`src/bt_reg_pkg.sv`:
```
/*
	Host register map for the bridge, byte addressed over APB.
	Status is read only; a write to it is accepted and has no effect.
*/
`default_nettype none

package bt_reg_pkg;

	typedef logic [7:0] reg_addr_t;
	typedef logic [31:0] reg_data_t;

	// Register offsets
	localparam reg_addr_t ctrl_addr = 8'h00;
	localparam reg_addr_t txdata_addr = 8'h04;
	localparam reg_addr_t rxdata_addr = 8'h08;
	localparam reg_addr_t status_addr = 8'h0C;
	localparam reg_addr_t divider_addr = 8'h10;
	localparam reg_addr_t gap_addr = 8'h14;

	// Status word layout, count occupies 8 bits from rsp_count_lsb
	localparam int unsigned busy_bit = 0;
	localparam int unsigned response_ready_bit = 1;
	localparam int unsigned cmd_full_bit = 2;
	localparam int unsigned rsp_empty_bit = 3;
	localparam int unsigned rsp_count_lsb = 8;

endpackage

`default_nettype wire

```
`src/bt_link_pkg.sv`:
```
/*
	Serial link types: 8N1 framing, one stop bit, no parity.
	Divider values below 2 are not supported by the receiver.
*/
`default_nettype none

package bt_link_pkg;

	typedef logic [7:0] link_byte_t;
	typedef logic [15:0] divider_t;
	typedef logic [15:0] gap_t;

	// Power-up link settings
	localparam divider_t divider_reset = 16'd16;
	localparam gap_t gap_reset = 16'd4;

	// Byte that closes a module reply
	localparam link_byte_t line_end = 8'h0A;

	typedef enum logic [1:0] {
		idle,
		load,
		send,
		rest
	} seq_state_t;

endpackage

`default_nettype wire

```
`src/host_link_if.sv`:
```
/*
	Control, command and response signals between the register decoder
	and the transmit and receive blocks. All signals are in the one clock domain.
*/
`timescale 1ns/1ps
`default_nettype none

interface host_link_if;

	// Decoder side
	logic cmd_push;
	bt_link_pkg::link_byte_t cmd_byte;
	logic start;
	bt_link_pkg::divider_t divider;
	bt_link_pkg::gap_t gap;
	logic rsp_pop;

	// Sequencer flags
	logic cmd_full;
	logic busy;

	// Collector side
	bt_link_pkg::link_byte_t rsp_byte;
	logic rsp_empty;
	logic [7:0] rsp_count;
	logic response_ready;

	modport decoder (
		output cmd_push, cmd_byte, start, divider, gap, rsp_pop,
		input cmd_full, busy, rsp_byte, rsp_empty, rsp_count, response_ready
	);

	modport sequencer (
		input cmd_push, cmd_byte, start, divider, gap,
		output cmd_full, busy
	);

	modport collector (
		input start, divider, rsp_pop,
		output rsp_byte, rsp_empty, rsp_count, response_ready
	);

endinterface

`default_nettype wire

```
`src/byte_fifo.sv`:
```
/*
	Single clock byte FIFO, head byte visible without a pop.
	FIFO_DEPTH may be any value from 2 to 255, power of two or not.
	Push when full and pop when empty are ignored.
*/
`timescale 1ns/1ps
`default_nettype none

module byte_fifo #(
	parameter int FIFO_DEPTH = 16
) (
	input logic clock,
	input logic reset,
	input logic push,
	input logic pop,
	input bt_link_pkg::link_byte_t push_byte,
	output bt_link_pkg::link_byte_t head_byte,
	output logic full,
	output logic empty,
	output logic [7:0] count
);

	localparam int ptr_width = (FIFO_DEPTH > 2) ? $clog2(FIFO_DEPTH) : 1;
	localparam logic [ptr_width-1:0] last_ptr = ptr_width'(FIFO_DEPTH - 1);
	localparam logic [7:0] depth_count = 8'(FIFO_DEPTH);

	bt_link_pkg::link_byte_t mem [FIFO_DEPTH];
	logic [ptr_width-1:0] wr_ptr;
	logic [ptr_width-1:0] rd_ptr;
	logic do_push;
	logic do_pop;

	assign full = (count == depth_count);
	assign empty = (count == 8'd0);
	assign do_push = push && !full;
	assign do_pop = pop && !empty;
	assign head_byte = mem[rd_ptr];

	always_ff @(posedge clock)
	begin
		if (do_push)
			mem[wr_ptr] <= push_byte;
	end

	// Pointers wrap at the last slot so odd depths work
	always_ff @(posedge clock or posedge reset)
	begin
		if (reset)
		begin
			wr_ptr <= '0;
			rd_ptr <= '0;
			count <= 8'd0;
		end
		else
		begin
			if (do_push)
				wr_ptr <= (wr_ptr == last_ptr) ? '0 : wr_ptr + 1'b1;
			if (do_pop)
				rd_ptr <= (rd_ptr == last_ptr) ? '0 : rd_ptr + 1'b1;
			case ({do_push, do_pop})
				2'b10: count <= count + 8'd1;
				2'b01: count <= count - 8'd1;
				default: count <= count;
			endcase
		end
	end

endmodule

`default_nettype wire

```
`src/apb_decode.sv`:
```
/*
	APB slave with pready tied high, so every transfer is two cycles.
	Side effects happen once, in the access cycle. Unmapped offsets raise
	pslverr and read zero. A read of rxdata pops the response FIFO.
*/
`timescale 1ns/1ps
`default_nettype none

module apb_decode (
	input logic clock,
	input logic reset,
	input bt_reg_pkg::reg_addr_t paddr,
	input logic psel,
	input logic penable,
	input logic pwrite,
	input bt_reg_pkg::reg_data_t pwdata,
	output bt_reg_pkg::reg_data_t prdata,
	output logic pready,
	output logic pslverr,
	host_link_if.decoder link
);

	logic access;
	logic write_access;
	logic read_access;
	logic mapped;
	bt_link_pkg::divider_t divider_q;
	bt_link_pkg::gap_t gap_q;
	bt_reg_pkg::reg_data_t status;

	assign access = psel && penable;
	assign write_access = access && pwrite;
	assign read_access = access && !pwrite;
	assign pready = 1'b1;
	assign pslverr = access && !mapped;

	// Single cycle strobes towards the link blocks
	assign link.cmd_push = write_access && (paddr == bt_reg_pkg::txdata_addr);
	assign link.cmd_byte = pwdata[7:0];
	assign link.start = write_access && (paddr == bt_reg_pkg::ctrl_addr) && pwdata[0];
	assign link.rsp_pop = read_access && (paddr == bt_reg_pkg::rxdata_addr) && !link.rsp_empty;
	assign link.divider = divider_q;
	assign link.gap = gap_q;

	always_ff @(posedge clock or posedge reset)
	begin
		if (reset)
		begin
			divider_q <= bt_link_pkg::divider_reset;
			gap_q <= bt_link_pkg::gap_reset;
		end
		else if (write_access)
		begin
			if (paddr == bt_reg_pkg::divider_addr)
				divider_q <= pwdata[$bits(bt_link_pkg::divider_t)-1:0];
			if (paddr == bt_reg_pkg::gap_addr)
				gap_q <= pwdata[$bits(bt_link_pkg::gap_t)-1:0];
		end
	end

	always_comb
	begin
		status = '0;
		status[bt_reg_pkg::busy_bit] = link.busy;
		status[bt_reg_pkg::response_ready_bit] = link.response_ready;
		status[bt_reg_pkg::cmd_full_bit] = link.cmd_full;
		status[bt_reg_pkg::rsp_empty_bit] = link.rsp_empty;
		status[bt_reg_pkg::rsp_count_lsb +: 8] = link.rsp_count;
	end

	// Address decode and read mux
	always_comb
	begin
		mapped = 1'b1;
		prdata = '0;
		case (paddr)
			bt_reg_pkg::ctrl_addr, bt_reg_pkg::txdata_addr: ;
			bt_reg_pkg::rxdata_addr:
				if (read_access && !link.rsp_empty)
					prdata = bt_reg_pkg::reg_data_t'(link.rsp_byte);
			bt_reg_pkg::status_addr:
				if (read_access)
					prdata = status;
			bt_reg_pkg::divider_addr:
				if (read_access)
					prdata = bt_reg_pkg::reg_data_t'(divider_q);
			bt_reg_pkg::gap_addr:
				if (read_access)
					prdata = bt_reg_pkg::reg_data_t'(gap_q);
			default:
				mapped = 1'b0;
		endcase
	end

endmodule

`default_nettype wire

```
`src/link_sequencer.sv`:
```
/*
	Command sender: one load cycle, ten bit periods (start, 8 data LSB first,
	stop), then gap rest cycles per byte. Divider must be nonzero. Start is
	ignored while busy; a start with an empty FIFO gives a one cycle busy.
*/
`timescale 1ns/1ps
`default_nettype none

module link_sequencer #(
	parameter int FIFO_DEPTH = 16
) (
	input logic clock,
	input logic reset,
	output logic txd,
	host_link_if.sequencer link
);

	bt_link_pkg::seq_state_t state;
	bt_link_pkg::seq_state_t after_byte;
	bt_link_pkg::link_byte_t head_byte;
	bt_link_pkg::divider_t bit_timer;
	bt_link_pkg::gap_t gap_timer;
	logic [3:0] bit_index;
	logic [9:0] frame;
	logic cmd_empty;
	logic bit_done;

	byte_fifo #(
		.FIFO_DEPTH(FIFO_DEPTH)
	) u_cmd_fifo (
		.clock(clock),
		.reset(reset),
		.push(link.cmd_push),
		.pop(state == bt_link_pkg::load),
		.push_byte(link.cmd_byte),
		.head_byte(head_byte),
		.full(link.cmd_full),
		.empty(cmd_empty),
		.count()
	);

	assign link.busy = (state != bt_link_pkg::idle);
	assign bit_done = (bit_timer == link.divider - bt_link_pkg::divider_t'(1));
	assign txd = (state == bt_link_pkg::send) ? frame[0] : 1'b1;

	// Next byte or back to idle once the queue has drained
	always_comb
	begin
		if (cmd_empty)
			after_byte = bt_link_pkg::idle;
		else
			after_byte = bt_link_pkg::load;
	end

	always_ff @(posedge clock or posedge reset)
	begin
		if (reset)
		begin
			state <= bt_link_pkg::idle;
			bit_timer <= '0;
			bit_index <= 4'd0;
			gap_timer <= '0;
		end
		else
		begin
			case (state)
				bt_link_pkg::idle:
					if (link.start)
						state <= bt_link_pkg::load;
				bt_link_pkg::load:
				begin
					bit_timer <= '0;
					bit_index <= 4'd0;
					state <= cmd_empty ? bt_link_pkg::idle : bt_link_pkg::send;
				end
				bt_link_pkg::send:
					if (bit_done)
					begin
						bit_timer <= '0;
						bit_index <= bit_index + 4'd1;
						gap_timer <= '0;
						// Stop bit finished; a zero gap skips the rest state
						if (bit_index == 4'd9)
							state <= (link.gap == '0) ? after_byte : bt_link_pkg::rest;
					end
					else
						bit_timer <= bit_timer + bt_link_pkg::divider_t'(1);
				bt_link_pkg::rest:
					if (gap_timer == link.gap - bt_link_pkg::gap_t'(1))
						state <= after_byte;
					else
						gap_timer <= gap_timer + bt_link_pkg::gap_t'(1);
				default:
					state <= bt_link_pkg::idle;
			endcase
		end
	end

	// Frame shifts out LSB first, idle level refills from the top
	always_ff @(posedge clock)
	begin
		if (state == bt_link_pkg::load)
			frame <= {1'b1, head_byte, 1'b0};
		else if (state == bt_link_pkg::send && bit_done)
			frame <= {1'b1, frame[9:1]};
	end

endmodule

`default_nettype wire

```
`src/response_collector.sv`:
```
/*
	UART receiver, 8N1, no framing or parity checks. Divider must be 2 or more.
	A start bit that is high again at mid-period is taken as noise.
	Bytes arriving while the response FIFO is full are dropped.
*/
`timescale 1ns/1ps
`default_nettype none

module response_collector #(
	parameter int FIFO_DEPTH = 16
) (
	input logic clock,
	input logic reset,
	input logic rxd,
	host_link_if.collector link
);

	logic rxd_meta;
	logic rxd_sync;
	logic rxd_prev;
	logic rx_active;
	logic first_sample;
	logic sample_tick;
	logic rx_push;
	logic rsp_full;
	logic [3:0] bit_index;
	bt_link_pkg::divider_t bit_timer;
	bt_link_pkg::divider_t sample_point;
	bt_link_pkg::link_byte_t rx_data;

	byte_fifo #(
		.FIFO_DEPTH(FIFO_DEPTH)
	) u_rsp_fifo (
		.clock(clock),
		.reset(reset),
		.push(rx_push),
		.pop(link.rsp_pop),
		.push_byte(rx_data),
		.head_byte(link.rsp_byte),
		.full(rsp_full),
		.empty(link.rsp_empty),
		.count(link.rsp_count)
	);

	// Half a period to the start bit middle, then whole periods
	assign sample_point = first_sample ? (link.divider >> 1) - bt_link_pkg::divider_t'(1)
		: link.divider - bt_link_pkg::divider_t'(1);
	assign sample_tick = rx_active && (bit_timer == sample_point);

	always_ff @(posedge clock or posedge reset)
	begin
		if (reset)
		begin
			rxd_meta <= 1'b1;
			rxd_sync <= 1'b1;
			rxd_prev <= 1'b1;
			rx_active <= 1'b0;
			first_sample <= 1'b0;
			bit_index <= 4'd0;
			bit_timer <= '0;
			rx_push <= 1'b0;
			link.response_ready <= 1'b0;
		end
		else
		begin
			rxd_meta <= rxd;
			rxd_sync <= rxd_meta;
			rxd_prev <= rxd_sync;
			rx_push <= 1'b0;
			if (!rx_active)
			begin
				if (rxd_prev && !rxd_sync)
				begin
					rx_active <= 1'b1;
					first_sample <= 1'b1;
					bit_index <= 4'd0;
					bit_timer <= '0;
				end
			end
			else if (sample_tick)
			begin
				bit_timer <= '0;
				first_sample <= 1'b0;
				bit_index <= bit_index + 4'd1;
				if (bit_index == 4'd0 && rxd_sync)
					rx_active <= 1'b0;
				else if (bit_index == 4'd9)
				begin
					rx_active <= 1'b0;
					rx_push <= 1'b1;
				end
			end
			else
				bit_timer <= bit_timer + bt_link_pkg::divider_t'(1);
			// Reply complete once a stored byte is the line end
			if (link.start)
				link.response_ready <= 1'b0;
			else if (rx_push && !rsp_full && rx_data == bt_link_pkg::line_end)
				link.response_ready <= 1'b1;
		end
	end

	always_ff @(posedge clock)
	begin
		if (sample_tick && bit_index >= 4'd1 && bit_index <= 4'd8)
			rx_data <= {rxd_sync, rx_data[7:1]};
	end

endmodule

`default_nettype wire

```
`src/bt_bridge.sv`:
```
/*
	APB to serial Bluetooth module bridge, single clock domain.
	Commands go out on fpga_txd; the reply on fpga_rxd ends with a line feed.
*/
`timescale 1ns/1ps
`default_nettype none

module bt_bridge #(
	parameter int FIFO_DEPTH = 16
) (
	input logic clock,
	input logic reset,
	input bt_reg_pkg::reg_addr_t paddr,
	input logic psel,
	input logic penable,
	input logic pwrite,
	input bt_reg_pkg::reg_data_t pwdata,
	output bt_reg_pkg::reg_data_t prdata,
	output logic pready,
	output logic pslverr,
	output logic fpga_txd,
	input logic fpga_rxd
);

	host_link_if u_link ();

	apb_decode u_apb_decode (
		.clock(clock),
		.reset(reset),
		.paddr(paddr),
		.psel(psel),
		.penable(penable),
		.pwrite(pwrite),
		.pwdata(pwdata),
		.prdata(prdata),
		.pready(pready),
		.pslverr(pslverr),
		.link(u_link.decoder)
	);

	link_sequencer #(
		.FIFO_DEPTH(FIFO_DEPTH)
	) u_link_sequencer (
		.clock(clock),
		.reset(reset),
		.txd(fpga_txd),
		.link(u_link.sequencer)
	);

	response_collector #(
		.FIFO_DEPTH(FIFO_DEPTH)
	) u_response_collector (
		.clock(clock),
		.reset(reset),
		.rxd(fpga_rxd),
		.link(u_link.collector)
	);

endmodule

`default_nettype wire

```
`config.mk`:
```
export PLATFORM = sky130hd
export DESIGN_NAME = bt_bridge
export DESIGN_NICKNAME = d
export VERILOG_FILES = /design/src/bt_reg_pkg.sv /design/src/bt_link_pkg.sv /design/src/host_link_if.sv /design/src/byte_fifo.sv /design/src/apb_decode.sv /design/src/link_sequencer.sv /design/src/response_collector.sv /design/src/bt_bridge.sv
export SDC_FILE = /design/constraint.sdc
export NUM_CORES = 1
export LEC_CHECK = 0
export ABC_AREA = 1
export BUFFER_PORTS_ARGS = -buffer_cell sky130_fd_sc_hd__buf_4
export CORE_AREA = 2 2 152 229
export CTS_CLUSTER_SIZE = 20
export DETAILED_ROUTE_END_ITERATION = 10
export DIE_AREA = 0 0 154 231
export PLACE_DENSITY_LB_ADDON = 0.3
export SKIP_LAST_GASP = 1
export SLEW_MARGIN = 20
export SYNTH_ARGS = -nofsm -noshare
export SYNTH_HDL_FRONTEND = slang
export SYNTH_SLANG_ARGS = --single-unit
```
`constraint.sdc`:
```
create_clock -name clock -period 6.1 [get_ports clock]
set_clock_uncertainty 0.2 [all_clocks]
set_input_delay 1.83 -clock clock [delete_from_list [all_inputs] [get_ports clock]]
set_output_delay 1.83 -clock clock [all_outputs]
set_load 0.01 [all_outputs]
```
# ---- After elaboration in Yosys (flattened, before gate mapping)
# Memories as Yosys holds them, arrays and structs flattened.
# Index checks and enable logic that the tools add are counted.
dict set report totals {
  reg_bits 146
  ram_bits 256
  elab_cells 178
  n_memories 2
}
dict set report classes {
  addsub 16
  n_lt_le_gt_ge 2
  n_eq_ne 30
  mux 55
  reduce_logical 49
}
# name depth width read_ports rd_ports_with_merged_regs wr line
set memory_table {}
lappend memory_table {u_link_sequencer.u_cmd_fifo.mem 16 8 1 0 1 byte_fifo.sv:27} ;# bt_link_pkg::link_byte_t mem [FIFO_DEPTH];
lappend memory_table {u_response_collector.u_rsp_fifo.mem 16 8 1 0 1 byte_fifo.sv:27}
# op n
set op_table {}
lappend op_table {{$mux W16} 10}
lappend op_table {{$pmux W32 S4} 1}
lappend op_table {{$pmux W16 S2} 2}
lappend op_table {{$add A16 B1 Y16 const B} 3}
lappend op_table {{$eq A16 B16 Y1} 3}
lappend op_table {{$eq A8 B5 Y1 const B} 4}
lappend op_table {{$mux W4} 8}
lappend op_table {{$pmux W8 S2} 2}
lappend op_table {{$sub A16 B1 Y16 const B} 2}
lappend op_table {{$add A4 B1 Y4 const B} 6}
lappend op_table {{$eq A4 B4 Y1 const B} 6}
lappend op_table {{$eq A8 B4 Y1 const B} 3}
lappend op_table {{$logic_not A8 Y1} 3}
lappend op_table {{$logic_and A1 B1 Y1} 21}
lappend op_table {{$mux W1} 21}
lappend op_table {{$mux W9} 2}
lappend op_table {{$add A8 B1 Y8 const B} 2}
lappend op_table {{$logic_not A16 Y1} 1}
lappend op_table {{$reduce_bool A2 Y1} 8}
lappend op_table {{$sub A15 B1 Y16 const B} 1}
lappend op_table {{$sub A8 B1 Y8 const B} 2}
lappend op_table {{$mux W2} 6}
lappend op_table {{$eq A2 B2 Y1 const B} 4}
lappend op_table {{$eq A8 B3 Y1 const B} 1}
lappend op_table {{other kinds (15)} 30}

# ---- Depth between registers and ports, before layout
dict set report logic_depth {
  ltp_word 7
  depth_mapped 21
  depth_no_buf 20
}

# ---- By module
# A second synthesis with hierarchy kept.
dict set report unflattened {
  hier_cells 2585
  area_unflattened_um2 22310.1
}
# mod instances cells_per_inst area_per_inst_um2 seq_area_each_um2
set by_module_without_submodules {}
lappend by_module_without_submodules {{byte_fifo at u_link_sequencer.u_cmd_fifo} 1 584 6373.6 4244.1}
lappend by_module_without_submodules {{byte_fifo at u_response_collector.u_rsp_fifo} 1 608 6369.9 4244.1}
lappend by_module_without_submodules {link_sequencer 1 627 4206.5 1211.2}
lappend by_module_without_submodules {response_collector 1 463 3035.4 919.6}
lappend by_module_without_submodules {apb_decode 1 303 2324.7 803.3}

# ---- Least setup slack after synthesis
# No wires, ideal clock.
dict set report synth_path {
  kind {input port to output port}
  start {input port paddr[7]}
  end {output port prdata[3]}
  t_arrival_ns 3.145
  path_slack_ns 0.925
  stages 8
  path_buffers 0
  path_cell_list {or2_2 > nor3_1 > nand2_1 > clkinv_1 > nand2_1 > o21ai_0 > a21oi_1 > o21ai_0}
}
dict set report synth_via {
  elab_chain_len 2
}
# element line
set synth_rtl {}
lappend synth_rtl {{start, declared} bt_bridge.sv:13} ;# input bt_reg_pkg::reg_addr_t paddr,
lappend synth_rtl {{$eq A8 B5 Y1 or $eq A8 B4 Y1 (tied branches)} apb_decode.sv:76} ;# case (paddr)
lappend synth_rtl {{$pmux W32 S4 *} apb_decode.sv:76}
lappend synth_rtl {{end, declared} bt_bridge.sv:18} ;# output bt_reg_pkg::reg_data_t prdata,
# Every way passes the cells marked *; elsewhere a longest branch is shown, timed or not.

# ---- Final worst setup path
dict set report layout_path {
  start {input port paddr[5]}
  end {output port prdata[3]}
}
# The elaborated chain is that of the path after synthesis.

==> flow_summary.yaml <==
final_layout:
  finalNetCount: 2348
  layout_commonest_cell: "nand2_1"
  insertedDiodeCount: 0
  syn_to_final_growth_pct: 9.836
  final_cell_area_sq_um: 22680
  mostFrequentLayoutCells: "490 x nand2_1, 272 x edfxtp_1, 233 x nor2_1"
  fillers: 2555
  drive_above_1_share: 0.07336
power_and_ir_drop:
  peakVddDrop_uv: 283.1
  p_leak_uw: 0.009500
  power.density_nw_per_um2: 327.0
floorplan:
  die_x_um: 154
  pin_count: 81
  die_h_um: 231
  fp-row-count: 83
  core_region_area_sq_um: 33750
  dieArea_sq_um: 35570
  start_util: 0.6117
sta:
  hold_viol: 0
  min_period_over_period: 0.9509
  worst_pin_slew_ns: 1.063
  setup_viol: 0
  finalMaxSlewViolations: 0
  slew_headroom: 0.2849
  fin_tns_setup_ns: 0
  rsz0062_at_grt: "no"
  fmax_mhz: 172.4
  period_needed_ns: 5.800
cts:
  path_clk_slew_ns: 0.06
  cts_max_level: 2
  clock_sinks: 402
  clock_latency_ns: 0.56
  cts_tree: "yes"
  cts_hold_buf: 0
  cts_made_buffers: 38
  cts_setup_buffers: 0
  clk_path_buf_depth: 3
  root_buffer: "clkbuf_16"
  post_cts_resized: 0
grt:
  antenna_found_initial: 0
  grt_pass1_wl_um: 80040
  grt_max_degree: 97
  grtUsageTotal: 0.2851
  grt_use_met2: 0.4920
  grt.busiest_layer: "met2"
  overflow: 0
  grt_pass1_vias: 15440
  gr-usage-met1: 0.3406
  met3_usage: 0.03173
detailed_routing:
  drc: 0
  viasPerCell: 5.772
  ant_nets: 0
  dr.pass1.iters: 6
  routed_wl_um: 49770
  num_vias: 15670
  initialDrtViolationCount: 1390
  drt-wirelength-per-cell_um: 18.33
run:
  maxCapViolations: 0
synth:
  syn_area_sq_um: 20640
  ys_warn_count: 0
  synth.distinct_cells: 53
  synth_seq_cells: 402
  ys_seq_area_frac: 0.5533
  syn_area_per_cell_sq_um: 9.225
  syn-instance-count: 2238
  ys_async_sr_fraction: 0.3209
  synthFlopType: "edfxtp_1"
  synth-edff-count: 272
worst_setup_path:
  cpPeakStageDelay_ns: 0.38
  path_buf_inv: 3
  path_max_fanout: 9
  slowest_stage: "nor2_1"
  cp_data_required_time_ns: 4.07
  arrival_ns: 3.77
  crit_chain: "buf_4 -> nor3_1 -> nand2_1 -> nor2_1 -> nand3_1 -> clkinv_1 -> a21oi_1 -> o21ai_0 -> buf_4"
  critical_path.top_delay_family: "simple AND/OR/NAND/NOR gates"
  worst_setup_path_start_kind: "primary input"
  critical_path.most_common_cell: "buf_4"
  critPathKind: "primary input to output port"
  critPathCaptureType: "output port"
placed_design:
  placed_cell_area_sq_um: 21260
  dp_hpwl_um: 34520
  io_buffer_count: 47
  gp_congestion: 0.9504
hold_path:
  hold_class: "flip-flop to flip-flop"
run_status:
  status: "finished clean"
through the flow:
| stage | util | cells | hold WS [ns] | power, uW | setup slack, ns |
|---|---|---|---|---|---|
| floorplan | - | 2253 | 0.1452 | 4363 | 0.6373 |
| global placement | 0.6298 | 2645 | 0.1512 | 4706 | 0.3819 |
| detailed placement | 0.6298 | 2645 | 0.1478 | 4776 | 0.3667 |
| CTS | 0.6718 | 2715 | 0.1612 | 7440 | 0.3326 |
| global route | 0.6718 | 2715 | 0.1668 | 7774 | 0.1312 |
| finish | 0.6718 | 2715 | 0.1587 | 7414 | 0.2996 |
cells in the mapped netlist (all sizes together) (28+ instances only):
master / count / area share
nor2: 248 / 0.048
edfxtp: 272 / 0.40
inv: 232 / 0.042
nand3: 197 / 0.048
nand2: 498 / 0.092
buf: 31 / 0.0098
ha: 40 / 0.024
mux2i: 43 / 0.021
o21ai: 178 / 0.043
clkbuf: 61 / 0.011
xor2: 57 / 0.025
a21oi: 64 / 0.016
nand4: 28 / 0.0085
dfrtp: 124 / 0.15
worst paths after layout:
kind                                                       endpoint  cells after the start                                     start  slack, ns
setup / recovery                                          prdata[3]                      9                                  paddr[5]       0.30
hold / removal                        u_response_collector.rxd_sync                      0             u_response_collector.rxd_meta       0.16
setup reg to reg           u_response_collector.u_rsp_fifo.count[7]                     19  u_response_collector.u_rsp_fifo.count[6]       2.14
hold reg to reg                       u_response_collector.rxd_sync                      0             u_response_collector.rxd_meta       0.16
max in group asynchronous     u_link_sequencer.u_cmd_fifo.rd_ptr[0]                      3                                     reset       3.36
min in group asynchronous        u_response_collector.bit_timer[12]                      2                                     reset       1.26
state kept, by name, summed over array words and instances, names as in the netlist, 4 cells and up:
signal and flops:
u_link_sequencer.u_cmd_fifo.mem 128, u_response_collector.u_rsp_fifo.mem 128, u_apb_decode.link.divider 16, u_apb_decode.link.gap 16
u_link_sequencer.bit_timer 16, u_link_sequencer.gap_timer 16, u_response_collector.bit_timer 16, u_link_sequencer.frame 9
u_link_sequencer.u_cmd_fifo.count 8, u_response_collector.rx_data 8, u_response_collector.u_rsp_fifo.count 8, u_link_sequencer.bit_index 4
u_link_sequencer.u_cmd_fifo.rd_ptr 4, u_link_sequencer.u_cmd_fifo.wr_ptr 4, u_response_collector.bit_index 4, u_response_collector.u_rsp_fifo.rd_ptr 4
u_response_collector.u_rsp_fifo.wr_ptr 4
area by class of cell:
class                   count  area, sq um  share of cell area
clock buffers              41        962.2             0.04243
clock inverters            29        457.9             0.02020
inverters                 240        905.9             0.03995
multi-input cells        1519         7948              0.3505
flip-flops and latches    402        11430              0.5039
well taps                 425        531.8             0.02345
repair buffers             59        442.9             0.01953
per-layer routing:
metal	wire length, um	part of all wire	vias to the layer above
met5	0	0	-
met4	3412	0.069	0
met3	2619	0.053	160
met2	24690	0.50	540
met1	19050	0.38	7354
li1	-	-	7617
power breakdown:
group          switching, uW  total, uW  internal [uW]
clock                   1070       2670           1600
combinational           1100       1600            505
sequential               111       3140           3030
total                   2280       7410           5130
cell families after synthesis:
logic type               count (synthesis)  share of synthesized area
AND/OR/NAND/NOR                       1018                     0.2113
flip-flops                             402                     0.5533
buffers and inverters                  332                    0.06448
AO/OA/AOI/OAI                          324                    0.09073
XOR/XNOR                                75                    0.03285
multiplexers                            43                    0.02085
adder cells (fa/ha/maj)                 42                    0.02618
other                                    2                  0.0003638
(Power assumes the default switching activity.)
